$ cat src/verilog/dac_chain_pkg.sv
/* Channel count, word width and coefficient formats are fixed here for the whole chain.
   Scale is signed 2Q16 and offset is signed 2Q12, and all arithmetic wraps */
`default_nettype none

package dac_chain_pkg;

  localparam int CHANNELS = 4;
  localparam int PARALLEL_SAMPLES = 4;
  localparam int SAMPLE_WIDTH = 16;     // Signed 0Q16
  localparam int SCALE_WIDTH = 18;      // Signed 2Q16
  localparam int OFFSET_WIDTH = 14;     // Signed 2Q12
  localparam int INT_BITS = 2;

  localparam int SCALE_FRAC_BITS = SCALE_WIDTH - INT_BITS;
  localparam int OFFSET_FRAC_BITS = OFFSET_WIDTH - INT_BITS;
  localparam int CHAN_SEL_WIDTH = $clog2(CHANNELS);

  // Unity gain in 2Q16
  localparam logic [SCALE_WIDTH-1:0] SCALE_ONE = SCALE_WIDTH'(1 << SCALE_FRAC_BITS);

  typedef logic signed [SAMPLE_WIDTH-1:0] sample_t;

  // Index 0 holds the earliest sample
  typedef sample_t [PARALLEL_SAMPLES-1:0] chan_word_t;

  typedef struct packed {
    logic [CHANNELS-1:0]    valid;
    chan_word_t [CHANNELS-1:0] data;
  } stream_t;

  typedef struct packed {
    logic signed [SCALE_WIDTH-1:0]  scale;
    logic signed [OFFSET_WIDTH-1:0] offset;
  } coef_t;

  typedef struct packed {
    logic                 load;   // One-cycle pulse
    coef_t [CHANNELS-1:0] chan;
  } coef_load_t;

  typedef struct packed {
    logic                                  load;   // Pulses with coef_load_t.load
    logic [CHANNELS-1:0]                   use_ramp;
    logic [CHANNELS-1:0][SAMPLE_WIDTH-1:0] step;
  } source_cfg_t;

  typedef enum logic [2:0] {
    CMD_NOP        = 3'd0,
    CMD_SET_SCALE  = 3'd1,
    CMD_SET_OFFSET = 3'd2,
    CMD_SET_STEP   = 3'd3,
    CMD_SET_SOURCE = 3'd4,
    CMD_COMMIT     = 3'd5
  } cmd_op_t;

  typedef struct packed {
    cmd_op_t                   op;
    logic [CHAN_SEL_WIDTH-1:0] channel;
    logic [SCALE_WIDTH-1:0]    value;   // Low bits used for offset, step and source
  } cmd_t;

  typedef enum logic {
    ST_IDLE = 1'b0,
    ST_LOAD = 1'b1
  } ctrl_state_t;

endpackage

`default_nettype wire

$ cat src/verilog/dac_cmd_ctrl.sv
/* Commands are one-cycle strobes. Shadow values reach the datapath one cycle after a
   commit, and a commit that arrives during the load cycle is dropped */
`timescale 1ns/1ps
`default_nettype none

module dac_cmd_ctrl
  import dac_chain_pkg::*;
(
  input  wire         clk,
  input  wire         reset,
  input  wire         cmd_valid,
  input  wire cmd_t   cmd,
  output source_cfg_t src_cfg,
  output coef_load_t  coef
);

  ctrl_state_t state;

  coef_t [CHANNELS-1:0]                  shadow_coef;
  logic [CHANNELS-1:0]                   shadow_use_ramp;
  logic [CHANNELS-1:0][SAMPLE_WIDTH-1:0] shadow_step;

  logic load;
  logic commit;

  assign commit = cmd_valid && (cmd.op == CMD_COMMIT);
  assign load = (state == ST_LOAD);

  // Commit FSM, one load cycle per accepted commit
  always_ff @(posedge clk) begin
    if (reset) begin
      state <= ST_IDLE;
    end else begin
      case (state)
        ST_IDLE: begin
          if (commit) begin
            state <= ST_LOAD;
          end
        end
        ST_LOAD: begin
          state <= ST_IDLE;   // Single load cycle
        end
        default: begin
          state <= ST_IDLE;
        end
      endcase
    end
  end

  // Shadow registers, written at any time
  always_ff @(posedge clk) begin
    if (reset) begin
      for (int ch = 0; ch < CHANNELS; ch++) begin
        shadow_coef[ch].scale <= SCALE_ONE;
        shadow_coef[ch].offset <= '0;
      end
      shadow_use_ramp <= '0;
      shadow_step <= '0;
    end else if (cmd_valid) begin
      case (cmd.op)
        CMD_SET_SCALE: begin
          shadow_coef[cmd.channel].scale <= cmd.value;
        end
        CMD_SET_OFFSET: begin
          shadow_coef[cmd.channel].offset <= cmd.value[OFFSET_WIDTH-1:0];
        end
        CMD_SET_STEP: begin
          shadow_step[cmd.channel] <= cmd.value[SAMPLE_WIDTH-1:0];
        end
        CMD_SET_SOURCE: begin
          shadow_use_ramp[cmd.channel] <= cmd.value[0];   // 1 selects ramp
        end
        default: begin
          // NOP and commit leave the shadow untouched
        end
      endcase
    end
  end

  // Both load bits come from the same state, so they always pulse together
  assign src_cfg = '{load: load, use_ramp: shadow_use_ramp, step: shadow_step};
  assign coef = '{load: load, chan: shadow_coef};

  a_load_single: assert property (@(posedge clk) disable iff (reset)
    coef.load |=> !coef.load)
    else $error("Load pulse held for two cycles, state %s", state.name());

  a_cmd_known: assert property (@(posedge clk) disable iff (reset)
    cmd_valid |-> !$isunknown(cmd))
    else $error("Command word has X bits while cmd_valid is high");

endmodule

`default_nettype wire

$ cat config.mk
export PLATFORM = sky130hd
export DESIGN_NAME = dac_cmd_ctrl
export DESIGN_NICKNAME = d
export VERILOG_FILES = /design/src/verilog/dac_chain_pkg.sv /design/src/verilog/dac_cmd_ctrl.sv
export SDC_FILE = /design/constraint.sdc
export NUM_CORES = 1
export LEC_CHECK = 0
export BUFFER_PORTS_ARGS = -buffer_cell sky130_fd_sc_hd__buf_2
export CAP_MARGIN = 30
export CORE_ASPECT_RATIO = 1.75
export CORE_MARGIN = 1
export CORE_UTILIZATION = 40
export DETAILED_ROUTE_END_ITERATION = 6
export GPL_TIMING_DRIVEN = 1
export HOLD_SLACK_MARGIN = 0.02
export PLACE_DENSITY = 0.65
export SYNTH_ARGS = -nofsm -noshare
export SYNTH_HDL_FRONTEND = slang
export SYNTH_SLANG_ARGS = --single-unit
export TNS_END_PERCENT = 10
$ cat constraint.sdc
create_clock -name clk -period 2.5 [get_ports clk]
set_input_delay 0.25 -clock clk [delete_from_list [all_inputs] [get_ports clk]]
set_output_delay 0.25 -clock clk [all_outputs]
set_load 0.1 [all_outputs]
==> flow_summary.ini <==
[status]
status = finished, final reports clean

[sta]
slew_headroom = 0.523
rsz0062_at_grt = false
max_freq_mhz = 669
finalSetupTns_ns = 0
finalSetupViolations = 0
setup_ws_ns = 1.01
fin_crit_sh = 0.598
hold_viol = 0
clock_skew_ns = 0
tightest_slew_ns = 0.715
drv_slew = 0
period_needed_ns = 1.49

[placed_design]
gp_congestion = 0.742
placed_area_um2 = 9060
port_buffers = 223
dp_hpwl_um = 14500
dp_slack_ns = 0.638

[layout]
final_core_util = 0.505
multi_input_area_um2 = 3540
drive_gt1_frac = 0.317
n_antenna_cell = 0
fill_cells = 1772
design_area_um2 = 9660
synthToLayoutAreaGrowth_pct = 24.0
ff_latch_area_um2 = 3940
nNetsFinal = 922

[setup_path]
rr_worst_depth = 1
worstPathRequired_ns = 2.25
r2r-end = load$_SDFF_PP0_
crit_family = buffers and inverters
path_buf_inv = 1
end_kind = primary output
critPathKind = reg -> out
crit_slowest_cell = buf_2
slowest_delay_ns = 0.45
critPathMaxFanout = 2
r2r_slack_ns = 1.79
cp_cell_sequence = buf_2
critPathArrivalTime_ns = 1.24
crit_path_start_kind = flop
reg2reg_from = load$_SDFF_PP0_

[clock_network]
postCtsSetupBuffers = 0
h-tree-depth = 4
clk_latency_ns = 0.43
cts-root-buf = clkbuf_16
cts_tree = built
path_clk_slew_ns = 0.07
clk_path_buf_depth = 2
cts_resized = 0
tritoncts.num_buffers = 17
cts.sinks = 197
ctsHoldBuffers = 0

[grt]
grt_first_pass_wirelength_um = 32300
grt-ovfl-total = 0
grt_usage = 0.221
grt_pass1_vias = 5413
grt_start_max_net_pins = 88
antenna_found_initial = 0

[floorplanning]
start_util = 0.408
die_w_um = 108
dieArea_um2 = 20100
fp.dieH_um = 187
core-area_um2 = 19100
fp-row-count = 67
io_pins = 224

[min_path]
hold_path_depth = 3
hold_end = coef[30]$_SDFFE_PP1P_
hold_start = cmd[16]
min_path_type = in -> reg

[logic_synthesis]
synth_seq_cells = 197
syn-num-nets = 724
netlist_instances = 698
ys_warn_count = 0
ys_seq_area_frac = 0.506
yosys.cell_types.count = 23
syn_area_per_cell_um2 = 11.2
mappedNetlistArea_um2 = 7790

[drt]
route.detailed.drc = 0
via_per_inst = 4.75
ant_nets = 0
drt_wl_total_um = 21500
first_iter_violations = 197
wire_per_inst_um = 18.7
vias = 5468
dr.pass1.iters = 6

[power_and_ir_drop]
power_mw = 6.46
vdd_drop_max_uv = 430
p_leak_nw = 5.33
powerDensity_nw_per_um2 = 668

[run]
cap_viol_max_count = 0
## worst max path at each step
stage,start,end,slack [ns],depth (start not counted)
after floorplan,cmd[19],src_cfg[37]$_SDFFE_PP0P_,1.09,6
after global placement,cmd[20],coef[91]$_SDFFE_PP0P_,0.65,4
after detailed placement,cmd[20],coef[91]$_SDFFE_PP0P_,0.64,4
after CTS,coef[109]$_SDFFE_PP0P_,coef[109],0.97,1
after global routing,load$_SDFF_PP0_,src_cfg[68],0.96,1
final,coef[109]$_SDFFE_PP0P_,coef[109],1.01,1
## placed cells by master, fill, tap and decap left out
master | synthesis | routed
clkbuf_16 | 0 | 17
nor4b_4 | 1 | 1
and4b_1 | 1 | 1
and2_1 | 2 | 2
nand2_1 | 4 | 4
nand3b_1 | 2 | 2
buf_12 | 0 | 1
clkinvlp_4 | 0 | 3
nand2_4 | 3 | 3
clkbuf_8 | 0 | 2
clkinv_2 | 0 | 1
inv_6 | 0 | 3
nand2_2 | 3 | 3
nand3_1 | 1 | 1
nand2b_1 | 209 | 209
and4bb_2 | 3 | 3
nor2b_1 | 2 | 2
nor2_1 | 6 | 6
clkinv_4 | 0 | 4
bufinv_16 | 0 | 2
nor4b_1 | 1 | 1
buf_4 | 11 | 19
nand3_2 | 2 | 2
nand3_4 | 2 | 2
mux2i_1 | 196 | 196
buf_2 | 7 | 222
dfxtp_1 | 197 | 197
## per-stage QoR
stage	hold WS, ns	cells
after global routing	0.105	1150
after CTS	0.0974	1150
after detailed placement	0.456	1118
after floorplan	0.377	698
final	0.114	1150
after global placement	0.442	1118
## synthesized netlist by cell type, drive strengths merged
| library cell | instances | area share |
|---|---|---|
| and4bb | 3 | 0.0048 |
| nand3b | 2 | 0.0019 |
| nand3 | 5 | 0.0077 |
| and4b | 1 | 0.0013 |
| nand2 | 10 | 0.0087 |
| and2 | 2 | 0.0016 |
| dfxtp | 197 | 0.51 |
| mux2i | 196 | 0.25 |
| buf | 22 | 0.020 |
| nor2b | 2 | 0.0016 |
| clkbuf | 41 | 0.020 |
| nand2b | 209 | 0.17 |
| nor4b | 2 | 0.0042 |
| nor2 | 6 | 0.0029 |
## sequential cells by signal, indices dropped and copies added, names as in the netlist
register	flops
src_cfg	64
load	1
shadow_use_ramp	4
coef	128
## layout make-up
class | count | share of cell area
Clock inverter | 13 | 0.0154
Tap cell | 241 | 0.0312
Clock buffer | 19 | 0.0469
Sequential cell | 197 | 0.408
Timing Repair Buffer | 242 | 0.132
Multi-Input combinational cell | 438 | 0.366
## cells by family after synthesis
kind of cell	count (synthesis)	synth area share
mux	196	0.252
buf+inv	63	0.0398
simple gates	242	0.202
flops	197	0.506
## metal layers
metal  vias up  track usage  part of all wire
met3        33       0.0423             0.036
met2       144        0.392              0.52
met5         -            0                 0
li1       2674            -                 -
met4         0       0.0959             0.027
met1      2617        0.251              0.41
## power breakdown
part           internal, mW  switching [mW]
logic                 0.137           0.358
clock network          1.54            1.25
registers              3.16          0.0115
total                  4.84            1.62
No activity file was read; power rests on OpenSTA's default activity.
