`src/verilog/dac_chain_pkg.sv`:
```
/* Channel count, word width and coefficient formats are fixed here for the whole chain.
   Scale is signed 2Q16 and offset is signed 2Q12, and all arithmetic wraps */
`default_nettype none

package dac_chain_pkg;

  localparam int CHANNELS = 4;
  localparam int PARALLEL_SAMPLES = 4;
  localparam int SAMPLE_WIDTH = 16;     // Signed 0Q16
  localparam int SCALE_WIDTH = 18;      // Signed 2Q16
  localparam int OFFSET_WIDTH = 14;     // Signed 2Q12
  localparam int INT_BITS = 2;

  localparam int SCALE_FRAC_BITS = SCALE_WIDTH - INT_BITS;
  localparam int OFFSET_FRAC_BITS = OFFSET_WIDTH - INT_BITS;
  localparam int CHAN_SEL_WIDTH = $clog2(CHANNELS);

  // Unity gain in 2Q16
  localparam logic [SCALE_WIDTH-1:0] SCALE_ONE = SCALE_WIDTH'(1 << SCALE_FRAC_BITS);

  typedef logic signed [SAMPLE_WIDTH-1:0] sample_t;

  // Index 0 holds the earliest sample
  typedef sample_t [PARALLEL_SAMPLES-1:0] chan_word_t;

  typedef struct packed {
    logic [CHANNELS-1:0]    valid;
    chan_word_t [CHANNELS-1:0] data;
  } stream_t;

  typedef struct packed {
    logic signed [SCALE_WIDTH-1:0]  scale;
    logic signed [OFFSET_WIDTH-1:0] offset;
  } coef_t;

  typedef struct packed {
    logic                 load;   // One-cycle pulse
    coef_t [CHANNELS-1:0] chan;
  } coef_load_t;

  typedef struct packed {
    logic                                  load;   // Pulses with coef_load_t.load
    logic [CHANNELS-1:0]                   use_ramp;
    logic [CHANNELS-1:0][SAMPLE_WIDTH-1:0] step;
  } source_cfg_t;

  typedef enum logic [2:0] {
    CMD_NOP        = 3'd0,
    CMD_SET_SCALE  = 3'd1,
    CMD_SET_OFFSET = 3'd2,
    CMD_SET_STEP   = 3'd3,
    CMD_SET_SOURCE = 3'd4,
    CMD_COMMIT     = 3'd5
  } cmd_op_t;

  typedef struct packed {
    cmd_op_t                   op;
    logic [CHAN_SEL_WIDTH-1:0] channel;
    logic [SCALE_WIDTH-1:0]    value;   // Low bits used for offset, step and source
  } cmd_t;

  typedef enum logic {
    ST_IDLE = 1'b0,
    ST_LOAD = 1'b1
  } ctrl_state_t;

endpackage

`default_nettype wire

```
`src/verilog/dac_ramp_source.sv`:
```
/* One cycle of latency. Ramp channels are valid every cycle and restart from zero on each
   load, while external channels pass through with their own valid */
`timescale 1ns/1ps
`default_nettype none

module dac_ramp_source
  import dac_chain_pkg::*;
(
  input  wire              clk,
  input  wire              reset,
  input  wire source_cfg_t src_cfg,
  input  wire stream_t     in_stream,
  output stream_t          out_stream
);

  // Latched configuration
  logic [CHANNELS-1:0]                   use_ramp;
  logic [CHANNELS-1:0][SAMPLE_WIDTH-1:0] step;

  // Ramp state, value of sample 0 of the next word
  logic [CHANNELS-1:0][SAMPLE_WIDTH-1:0] acc;

  chan_word_t [CHANNELS-1:0] ramp_word;
  chan_word_t [CHANNELS-1:0] data_q;
  logic [CHANNELS-1:0]       valid_q;

  // Four consecutive ramp samples per channel
  always_comb begin
    for (int ch = 0; ch < CHANNELS; ch++) begin
      for (int k = 0; k < PARALLEL_SAMPLES; k++) begin
        ramp_word[ch][k] = acc[ch] + step[ch] * SAMPLE_WIDTH'(k);   // Wraps at 16 bits
      end
    end
  end

  always_ff @(posedge clk) begin
    if (reset) begin
      use_ramp <= '0;
      step <= '0;
      acc <= '0;
    end else if (src_cfg.load) begin
      use_ramp <= src_cfg.use_ramp;
      step <= src_cfg.step;
      acc <= '0;   // Ramp restarts at zero
    end else begin
      for (int ch = 0; ch < CHANNELS; ch++) begin
        if (use_ramp[ch]) begin
          acc[ch] <= acc[ch] + (step[ch] << 2);   // Advance by one word
        end
      end
    end
  end

  // Registered source mux
  always_ff @(posedge clk) begin
    for (int ch = 0; ch < CHANNELS; ch++) begin
      data_q[ch] <= use_ramp[ch] ? ramp_word[ch] : in_stream.data[ch];
    end
    if (reset) begin
      valid_q <= '0;
    end else begin
      valid_q <= use_ramp | in_stream.valid;   // Ramp channels always valid
    end
  end

  assign out_stream = '{valid: valid_q, data: data_q};

  a_quiet_after_reset: assert property (@(posedge clk)
    reset |=> (out_stream.valid == '0))
    else $error("Source valid high in the cycle after reset, 0x%h", out_stream.valid);

endmodule

`default_nettype wire
```
`config.mk`:
```
export PLATFORM = sky130hd
export DESIGN_NAME = dac_ramp_source
export DESIGN_NICKNAME = d
export VERILOG_FILES = /design/src/verilog/dac_chain_pkg.sv /design/src/verilog/dac_ramp_source.sv
export SDC_FILE = /design/constraint.sdc
export NUM_CORES = 1
export LEC_CHECK = 0
export BUFFER_PORTS_ARGS = -buffer_cell sky130_fd_sc_hd__buf_2
export CAP_MARGIN = 20
export CORE_MARGIN = 2
export CORE_UTILIZATION = 35
export DETAILED_ROUTE_END_ITERATION = 16
export PLACE_DENSITY = 0.57
export SETUP_SLACK_MARGIN = 0.1
export SYNTH_ARGS = -nofsm -noshare
export SYNTH_HDL_FRONTEND = slang
export SYNTH_SLANG_ARGS = --single-unit
```
`constraint.sdc`:
```
create_clock -name clk -period 3.13 [get_ports clk]
set_input_delay 0.1565 -clock clk [delete_from_list [all_inputs] [get_ports clk]]
set_output_delay 0.1565 -clock clk [all_outputs]
set_load 0.005 [all_outputs]
```
==> results, run 1 <==
- The flow ran to the end, and the final reports show no timing, DRC or antenna violations.
- The total die area is between 60,000 and 70,000 um^2.
- The last weighted congestion value of the routability-driven placer is slightly above 0.9.
- The number of global-route vias before repair is 21,470.
- The sum of overflow across all layers after global routing is 0.
- The final antenna-violating net count is 0.
- Setup slack on the worst reg-to-reg path comes out at 0.16 ns.
- In the routed layout, each cell is associated on average with a via count of 4.985.
- The worst-skew pair later-pin latency is just under 0.6 ns.
- The total chip power is roughly 14 mW.
- The number of sinks driven by the clock tree is between 300 and 400.
- The total count of max-transition violations in the final report came to 0.
- Global routing used between 20% and 30% of the available tracks.
- The clock slew seen by the registers of the worst setup and hold paths is 0.06 ns.
- Registers take 7711 um^2.
- The mapped netlist covers 22,290 um^2.
- Wires add up to between 70,000 and 80,000 um.
- The multi-input combinational cells in the finished layout cover a total of 14,270 um^2.
- The worst hold endpoint is step[24]$_SDFFE_PP0P_.
- After synthesis, the cell types taking the most area are sky130_fd_sc_hd__dfxtp_1 34%, sky130_fd_sc_hd__ha_1 12%, sky130_fd_sc_hd__mux2_2 9.0%.
- Yosys mapped the design onto 74 distinct sky130hd cell types.
- The count of port buffers added during placement is 590.
- Cells with a size suffix above 1 make up 30.35% of the layout.
- The final critical path takes up 94.76% of the cycle.
- The count of cells in the finished layout, fillers not included, comes to 4,144.
- The number of cells traversed by the worst hold path is 2.
- After synthesis, the largest area contributor takes up about a third of total cell area.
- The placeable core region is 62,970 um^2.
- The most common flop cell mapped by yosys is sky130_fd_sc_hd__dfxtp_1.
- In the final timing run, aggregate negative setup slack is 0 ns.
- The kind of start point of the critical path is a flop.
- The synthesized design spends more area on one cell type than any other, namely sky130_fd_sc_hd__dfxtp_1.
- The endpoint of the lowest-slack register-to-register path is out_stream[61]$_DFF_P_.
- STA classifies the critical path endpoint as a flop.
- For this run, the number of Yosys warnings is 0.
- The smallest clock period supported by the final layout is computed as approximately 3.0 ns.
- Counting cells, the worst reg-to-reg path comes to 10.
- Timing would allow up to 337.2 MHz.
- In the final routed layout, each cell accounts on average for 18.49 um.
- The peak supply drop is 0.4024 mV.
- The HPWL after detailed placement is 57,210 um.
- The number of buffers created by CTS is 47.
- The longest clock path from root to sink contains 3 buffers.
- In this run, synthesis inferred 0 flip-flops with an integrated enable.
- The via total after detailed routing is 20,660.
- The final hold violation count is 0.
- The clock tree from TritonCTS is done.
- Setup repair after global routing could not meet its margin everywhere.
- The mean post-synth cell area is 9.949 um^2.
- The initial antenna violation count came to 8.
- The number of max-capacitance violations reported is 0.
- The kind of critical path is flop to flop.
- After the first detailed-routing iteration, the DRC count stood at between 900 and 1,000.
- For this run, the detailed router's first-pass iteration total came to 4.
- The register bit count reported by yosys is about 380.
- The final layout contains 3,871 nets.
- Entering global routing, the biggest net connects 54 pins.
- Measured along the x axis, the die boundary spans 256.3 um.
- The initial core utilization is between 30% and 40%.
- 591 I/O pins were placed.
- The buffer cell driving the clock tree root is sky130_fd_sc_hd__clkbuf_16.
- The commonest cells after synthesis are 384 x sky130_fd_sc_hd__dfxtp_1, 227 x sky130_fd_sc_hd__nor2_1, 212 x sky130_fd_sc_hd__ha_1, 178 x sky130_fd_sc_hd__mux2_2, 141 x sky130_fd_sc_hd__a21oi_1.
- Of all nets on the critical path, the largest fanout is 3.
- For the pin with the worst max-slew slack, the measured transition is 0.7502 ns.
- The total power divided by cell area is 424.5 nW/um^2.
- The min-delay analysis places its worst path in the category input pin to flop.
- The first-pass GRT wire length is roughly 120,000 um.
- The tightest slew margin relative to the limit is 49.93%.
- The number of filler instances in the final layout is 5,684.
- The sequential cell area fraction in the yosys report is between 30% and 40%.
- Across all hold checks on the routed design, the worst slack comes to 0.02768 ns.
- The async set or reset register ratio after synthesis is 0%.
- In the routed design, unresolved DRC markers number 0.
- The most frequent cell after synthesis is sky130_fd_sc_hd__dfxtp_1.
- The cell count after placement is 3,699.
- The worst hold path begins at reset.
- For the worst setup path, the data required time is ~3.6 ns.
- The startpoint identified for the worst register-to-register timing path is step[2]$_SDFFE_PP0P_.
- In this run the static leakage power is roughly 16 nW.
- The floorplan step set the die height to between 200 and 300 um.
- The H-tree depth is 2.
- Between clock sinks in the finished design, the worst skew comes to 0.01580 ns.
- The floorplan has 92 rows.
- The arrival time at the worst endpoint is about 3.4 ns.
- Relative to the synthesized area, the layout overhead comes to 44.06%.
- The cell count after synthesis came out at 2,240.
- Synthesis produced a netlist with a net count of ~2,900.
- The total setup violations reported at the end of the flow is 0.
-- worst max-delay path by stage --
stage,depth (start not counted),start,slack (ns),endpoint
after floorplan,12,step[18]$_SDFFE_PP0P_,0.1,out_stream[124]$_DFF_P_
after global placement,12,step[50]$_SDFFE_PP0P_,0.04,out_stream[252]$_DFF_P_
after detailed placement,12,step[50]$_SDFFE_PP0P_,0.008,out_stream[252]$_DFF_P_
after CTS,12,step[50]$_SDFFE_PP0P_,0.1,out_stream[252]$_DFF_P_
after global routing,14,step[34]$_SDFFE_PP0P_,0.03,out_stream[190]$_DFF_P_
final,10,step[2]$_SDFFE_PP0P_,0.16,out_stream[61]$_DFF_P_
-- sequential cells by signal, indices dropped and copies added (netlist names) --
name	cells
out_stream	256
acc	56
use_ramp	4
valid_q	4
step	64
-- metrics by stage --
stage | instance area, um^2 | worst slack, ns | util (%)
3_3_place_gp | 26800 | 0.03933 | 42.57
6_report | 32100 | 0.1640 | 50.99
2_1_floorplan | 22300 | 0.09506 | -
4_1_cts | 31940 | 0.09992 | 50.73
3_5_place_dp | 26800 | 0.008435 | 42.57
5_1_grt | 32100 | 0.03162 | 50.98
-- layout make-up --
| type | instances | area share (%) |
|---|---|---|
| repair buffers | 1037 | 22.56 |
| multi-input cells | 1726 | 44.44 |
| clock buffers | 62 | 4.065 |
| clock inverters | 22 | 0.8496 |
| well taps | 846 | 3.297 |
| inverters | 64 | 0.7483 |
| diodes | 3 | 0.02338 |
| flip-flops and latches | 384 | 24.02 |
-- report_power, final --
part | leakage [nW] | internal, mW | switching, mW | total, mW
clock network | 0.760 | 3.36 | 2.29 | 5.65
registers | 3.21 | 5.24 | 0.228 | 5.47
logic | 11.7 | 1.36 | 1.15 | 2.51
total | 15.7 | 9.96 | 3.66 | 13.6
-- layout by cell type, fill, tap and decap left out, types with 7 or more instances in the layout --
| cell | n |
|---|---|
| sky130_fd_sc_hd__dlygate4sd3_1 | 351 |
| sky130_fd_sc_hd__o21ai_0 | 102 |
| sky130_fd_sc_hd__a31oi_1 | 15 |
| sky130_fd_sc_hd__mux2i_1 | 93 |
| sky130_fd_sc_hd__o211ai_1 | 7 |
| sky130_fd_sc_hd__fa_1 | 63 |
| sky130_fd_sc_hd__a21oi_1 | 136 |
| sky130_fd_sc_hd__o21a_1 | 38 |
| sky130_fd_sc_hd__buf_4 | 94 |
| sky130_fd_sc_hd__dfxtp_1 | 373 |
| sky130_fd_sc_hd__dfxtp_2 | 7 |
| sky130_fd_sc_hd__o31ai_1 | 8 |
| sky130_fd_sc_hd__and3_1 | 9 |
| sky130_fd_sc_hd__a21o_1 | 83 |
| sky130_fd_sc_hd__ha_1 | 208 |
| sky130_fd_sc_hd__o22ai_1 | 7 |
| sky130_fd_sc_hd__inv_1 | 63 |
| sky130_fd_sc_hd__nand2b_1 | 20 |
| sky130_fd_sc_hd__nand2_1 | 73 |
| sky130_fd_sc_hd__o21bai_1 | 19 |
| sky130_fd_sc_hd__o2bb2ai_1 | 7 |
| sky130_fd_sc_hd__nor3_1 | 27 |
| sky130_fd_sc_hd__o21ai_1 | 13 |
| sky130_fd_sc_hd__clkbuf_1 | 10 |
| sky130_fd_sc_hd__xnor2_1 | 125 |
| sky130_fd_sc_hd__clkbuf_16 | 49 |
| sky130_fd_sc_hd__buf_2 | 588 |
| sky130_fd_sc_hd__nor2b_1 | 36 |
| sky130_fd_sc_hd__nor2_1 | 226 |
| sky130_fd_sc_hd__a21oi_2 | 7 |
| sky130_fd_sc_hd__xor2_1 | 49 |
| sky130_fd_sc_hd__mux2_2 | 178 |
| sky130_fd_sc_hd__a211oi_1 | 46 |
| sky130_fd_sc_hd__nand3_1 | 16 |
-- what timing repair did --
| action | CTS | global route |
|---|---|---|
| hold buffers | 351 | 0 |
| pin swaps | 5 | 17 |
| setup buffers | 2 | 5 |
| gates resized for setup | 9 | 33 |
| endpoints found under the setup margin | 9 | 31 |
| hold endpoints to repair | 328 | 0 |
-- cells by family after synthesis --
| logic type | synth area share (%) |
|---|---|
| AOI/OAI and AO/OA | 16.43 |
| xor gates and xnor gates | 6.838 |
| adders and majority gates | 18.01 |
| buffers and inverters | 2.201 |
| DFF | 34.50 |
| muxes | 13.17 |
| and+or+nand+nor | 8.849 |
-- layer usage --
layer | up-vias | part of all wire, % | global-route usage (%)
li1 | 10100 | - | -
met1 | 9884 | 43 | 27.94
met5 | - | 0.086 | 0
met2 | 564 | 49 | 40.64
met3 | 100 | 5.3 | 4.419
met4 | 10 | 2.0 | 5.133
-- worst max-delay path, stage by stage, from the launching register on --
cell and delay [ns]:
sky130_fd_sc_hd__dfxtp_2 0.32, sky130_fd_sc_hd__buf_4 0.13, sky130_fd_sc_hd__fa_1 0.60, sky130_fd_sc_hd__ha_4 0.22, sky130_fd_sc_hd__a211oi_2 0.25, sky130_fd_sc_hd__nor2_1 0.11, sky130_fd_sc_hd__or3_4 0.40, sky130_fd_sc_hd__a221oi_4 0.28
sky130_fd_sc_hd__o21ai_1 0.13, sky130_fd_sc_hd__xor2_1 0.15, sky130_fd_sc_hd__mux2_2 0.26
(Power assumes the default switching activity.)
==> run 2, diff against run 1 <==
--- a/config.mk
+++ b/config.mk
@@ -5,12 +5,12 @@
 export SDC_FILE = /design/constraint.sdc
 export NUM_CORES = 1
 export LEC_CHECK = 0
-export BUFFER_PORTS_ARGS = -buffer_cell sky130_fd_sc_hd__buf_2
 export CAP_MARGIN = 20
-export CORE_MARGIN = 2
-export CORE_UTILIZATION = 35
+export CORE_AREA = 2 2 233 235
 export DETAILED_ROUTE_END_ITERATION = 16
-export PLACE_DENSITY = 0.57
+export DIE_AREA = 0 0 235 237
+export DONT_BUFFER_PORTS = 1
+export PLACE_DENSITY = 0.56
 export SETUP_SLACK_MARGIN = 0.1
 export SYNTH_ARGS = -nofsm -noshare
 export SYNTH_HDL_FRONTEND = slang
==> run 2 against run 1 <==
Worst hold slack lost 0.0097 ns. Utilization rose by 4.7 points. Cell count shrank 16%. Global-route usage is 2.1 points higher. Clock skew is 0.00088 ns higher. Combinational power is 19% lower. Routed wire length decreased by 7.0%. Maximum frequency increased by 0.60%. Register-to-register slack gained 0.02 ns. Critical endpoint is now out_stream[62]$_DFF_P_.
==> results, run 2 (synthesis results as in run 1) <==
- The data required time of the worst path was 3.59 ns (about the same).
- The maximum number of pins on one net before global-route repair is 74 (+37%).
- The run finished with clean final reports.
- The routed length per instance was 20.48 um (+11%).
- The placed wire-length estimate after detailed placement was 50,950 um (-11%).
- The worst-skew pair later-pin latency is 0.58 ns (about the same).
- The largest fanout on the critical path came to 4 (+1).
- The first-pass GRT wire length is 110,400 um (-7.6%).
- The sum of overflow across all layers after global routing was 0 (unchanged).
- The total number of placement rows is 85 (-7.6%).
- The maximum frequency from static timing analysis was 339.2 MHz (+0.60%).
- The setup TNS after final layout came to 0 ns (unchanged).
- The most common cell after layout, fill and taps aside is sky130_fd_sc_hd__dlygate4sd3_1.
- The fraction of layout cells with a size suffix above 1 is 14.45% (-16 points).
- The peak supply drop was 0.4083 mV (+1.5%).
- The worst hold slack is 0.01798 ns (-0.009693 ns).
- The number of max-capacitance violations reported is 0 (unchanged).
- The kind of start point of the critical path is a flop.
- The tightest slew margin relative to the limit is 48.54% (-1.4 points).
- The kind of critical path is flop to flop.
- The last weighted congestion value of the routability-driven placer was 0.9043 (-2.4%).
- The number of cells traversed by the worst hold path was 2 (unchanged).
- The transition at the pin with the smallest max-transition slack is 0.7719 ns (+0.02169 ns).
- The final antenna-violating net count is 0 (unchanged).
- The number of buffers created by CTS is 44 (-6.4%).
- The total power divided by cell area came to 439.7 nW/um^2 (+3.6%).
- The final hold violation count was 0 (unchanged).
- The leakage power figure is 13.60 nW (-13%).
- The cell sitting at the root of the clock tree is a sky130_fd_sc_hd__clkbuf_16.
- Compared with the post-synthesis result, the final layout area differs by 33.13%.
- The DRC marker count from the first detailed-route iteration is 987 (+8.0%).
- The via total after detailed routing was 18,880 (-8.6%).
- The number of sinks driven by the clock tree is 384 (unchanged).
- The capturing element type of the critical path is a flop.
- The clock slew seen by the registers of the worst setup and hold paths is 0.07 ns (about the same).
- The initial antenna violation count is 9 (+1).
- The wire length reported by the detailed router was 71,230 um (-7.0%).
- The initial core utilization was 41.82% (+6.4 points).
- The worst clock skew is 0.01668 ns (+0.0008840 ns).
- The cell depth of the worst flop-to-flop path is 13 (+3).
- The final period utilization is 94.20% (-0.56 points).
- The arrival time at the worst endpoint is 3.41 ns (-0.02 ns).
- The number of buffers between clock root and the deepest sink was 3 (unchanged).
- The total setup violations reported at the end of the flow was 0 (unchanged).
- The die boundary width was 235 um (-8.3%).
- The detailed-router iteration count before antenna repair is 7 (+3).
- Leaving out fill and tap cells, the most frequent cells in the layout are 438 x sky130_fd_sc_hd__dlygate4sd3_1, 370 x sky130_fd_sc_hd__dfxtp_1, 226 x sky130_fd_sc_hd__nor2_1.
- The total count of max-transition violations in the final report is 0 (unchanged).
- The number of global-route vias before repair came to 19,610 (-8.7%).
- The DRC violations left was 0 (unchanged).
- Setup repair after global routing could not meet its margin everywhere.
- The flip-flop count of the largest register after layout was 256 (unchanged).
- The total routing resource utilization after global routing is 24.77% (+2.1 points).
- The routed via count divided by cell count is 5.429 (+8.9%).
- The worst hold path belongs to the class input pin to flop.
- The post-layout net count is 3,359 (-13%).
- TritonCTS built the clock tree.
- The H-tree depth was 2 (unchanged).
- The floorplan die height is 237 um (-7.5%).
- The total I/O pin count is 591 (unchanged).
- The final period demand of the worst path is 2.948 ns (-0.01759 ns).
- The placeable core region is 53,280 um^2 (-15%).
- The count of port buffers added during placement was 0 (-100%).
- The total die area is 55,700 um^2 (-15%).
==> run 2: cell count changes in the layout (fill, tap and decap cells not counted), sizes merged <==
| cell | delta |
|---|---|
| clkinv | -2 |
| clkinvlp | -3 |
| diode | +2 |
| bufinv | +1 |
| dlygate4sd3 | +87 |
| inv | +1 |
| buf | -596 |
| clkbuf | -7 |
==> run 2: worst paths after layout <==
kind                             start                      to  slack [ns]
hold reg to reg   acc[35]$_SDFFE_PP0P_    acc[35]$_SDFFE_PP0P_        0.56
hold / removal                   reset   step[32]$_SDFFE_PP0P_        0.02
setup reg to reg  step[2]$_SDFFE_PP0P_  out_stream[62]$_DFF_P_        0.18
setup / recovery  step[2]$_SDFFE_PP0P_  out_stream[62]$_DFF_P_        0.18
==> run 2: final cells by class <==
cell class                      count  area (um^2)
Fill cell                        4570        23610
Multi-Input combinational cell   1726        14240
Sequential cell                   384         7717
Timing Repair Buffer              528         5105
Clock buffer                       55         1214
Tap cell                          696        870.8
Clock inverter                     19        271.5
Inverter                           64        240.2
Antenna cell                        5        12.51
==> run 2: metrics by stage <==
step           area (um^2)  instances  total power, mW  setup slack, ns  util (%)
6_report             29670       3477            13.05           0.1816     55.68
5_1_grt              29660       3475            13.55          0.07977     55.67
4_1_cts              29540       3470            13.12          0.07577     55.45
3_5_place_dp         23600       2955            7.148          0.03240     44.30
3_3_place_gp         23600       2955            7.131          0.06816     44.30
2_1_floorplan        22300       2240            6.717          0.09506         -
==> run 2: routing by layer <==
layer / GRT usage (%) / wire length, um / vias up
met1: 30.24 / 30290 / 9089
met4: 6.483 / 1530 / 10
met5: 0 / 55 / -
met3: 5.246 / 4201 / 119
li1: - / - / 9073
met2: 44.08 / 35150 / 587
==> run 2: critical path: stages (launching register included) <==
cell and delay (ns):
sky130_fd_sc_hd__dfxtp_4 0.37, sky130_fd_sc_hd__inv_1 0.06, sky130_fd_sc_hd__fa_1 0.55, sky130_fd_sc_hd__inv_2 0.05, sky130_fd_sc_hd__ha_4 0.17, sky130_fd_sc_hd__fa_2 0.38, sky130_fd_sc_hd__a21o_1 0.16, sky130_fd_sc_hd__a21o_1 0.17
sky130_fd_sc_hd__nand2_2 0.09, sky130_fd_sc_hd__a21oi_2 0.07, sky130_fd_sc_hd__o211ai_1 0.24, sky130_fd_sc_hd__o21ai_1 0.11, sky130_fd_sc_hd__xor2_1 0.14, sky130_fd_sc_hd__mux2_2 0.27
==> run 2: report_power, final <==
part           internal (mW)  switching, mW  leakage (nW)  total, mW
registers               5.25          0.322          3.21       5.57
clock network           3.24           2.19         0.728       5.43
logic                   1.13          0.913          9.66       2.04
total                   9.62           3.43          13.6       13.0
==> run 2: repair_timing <==
item                                   in CTS  in global routing
cloned                                      0                  0
pin swaps                                   4                 17
resized for setup                           9                 33
hold buffers                              439                  0
endpoints found under the hold margin     334                  0
setup buffers                               2                  2
setup endpoints to repair                   9                 28
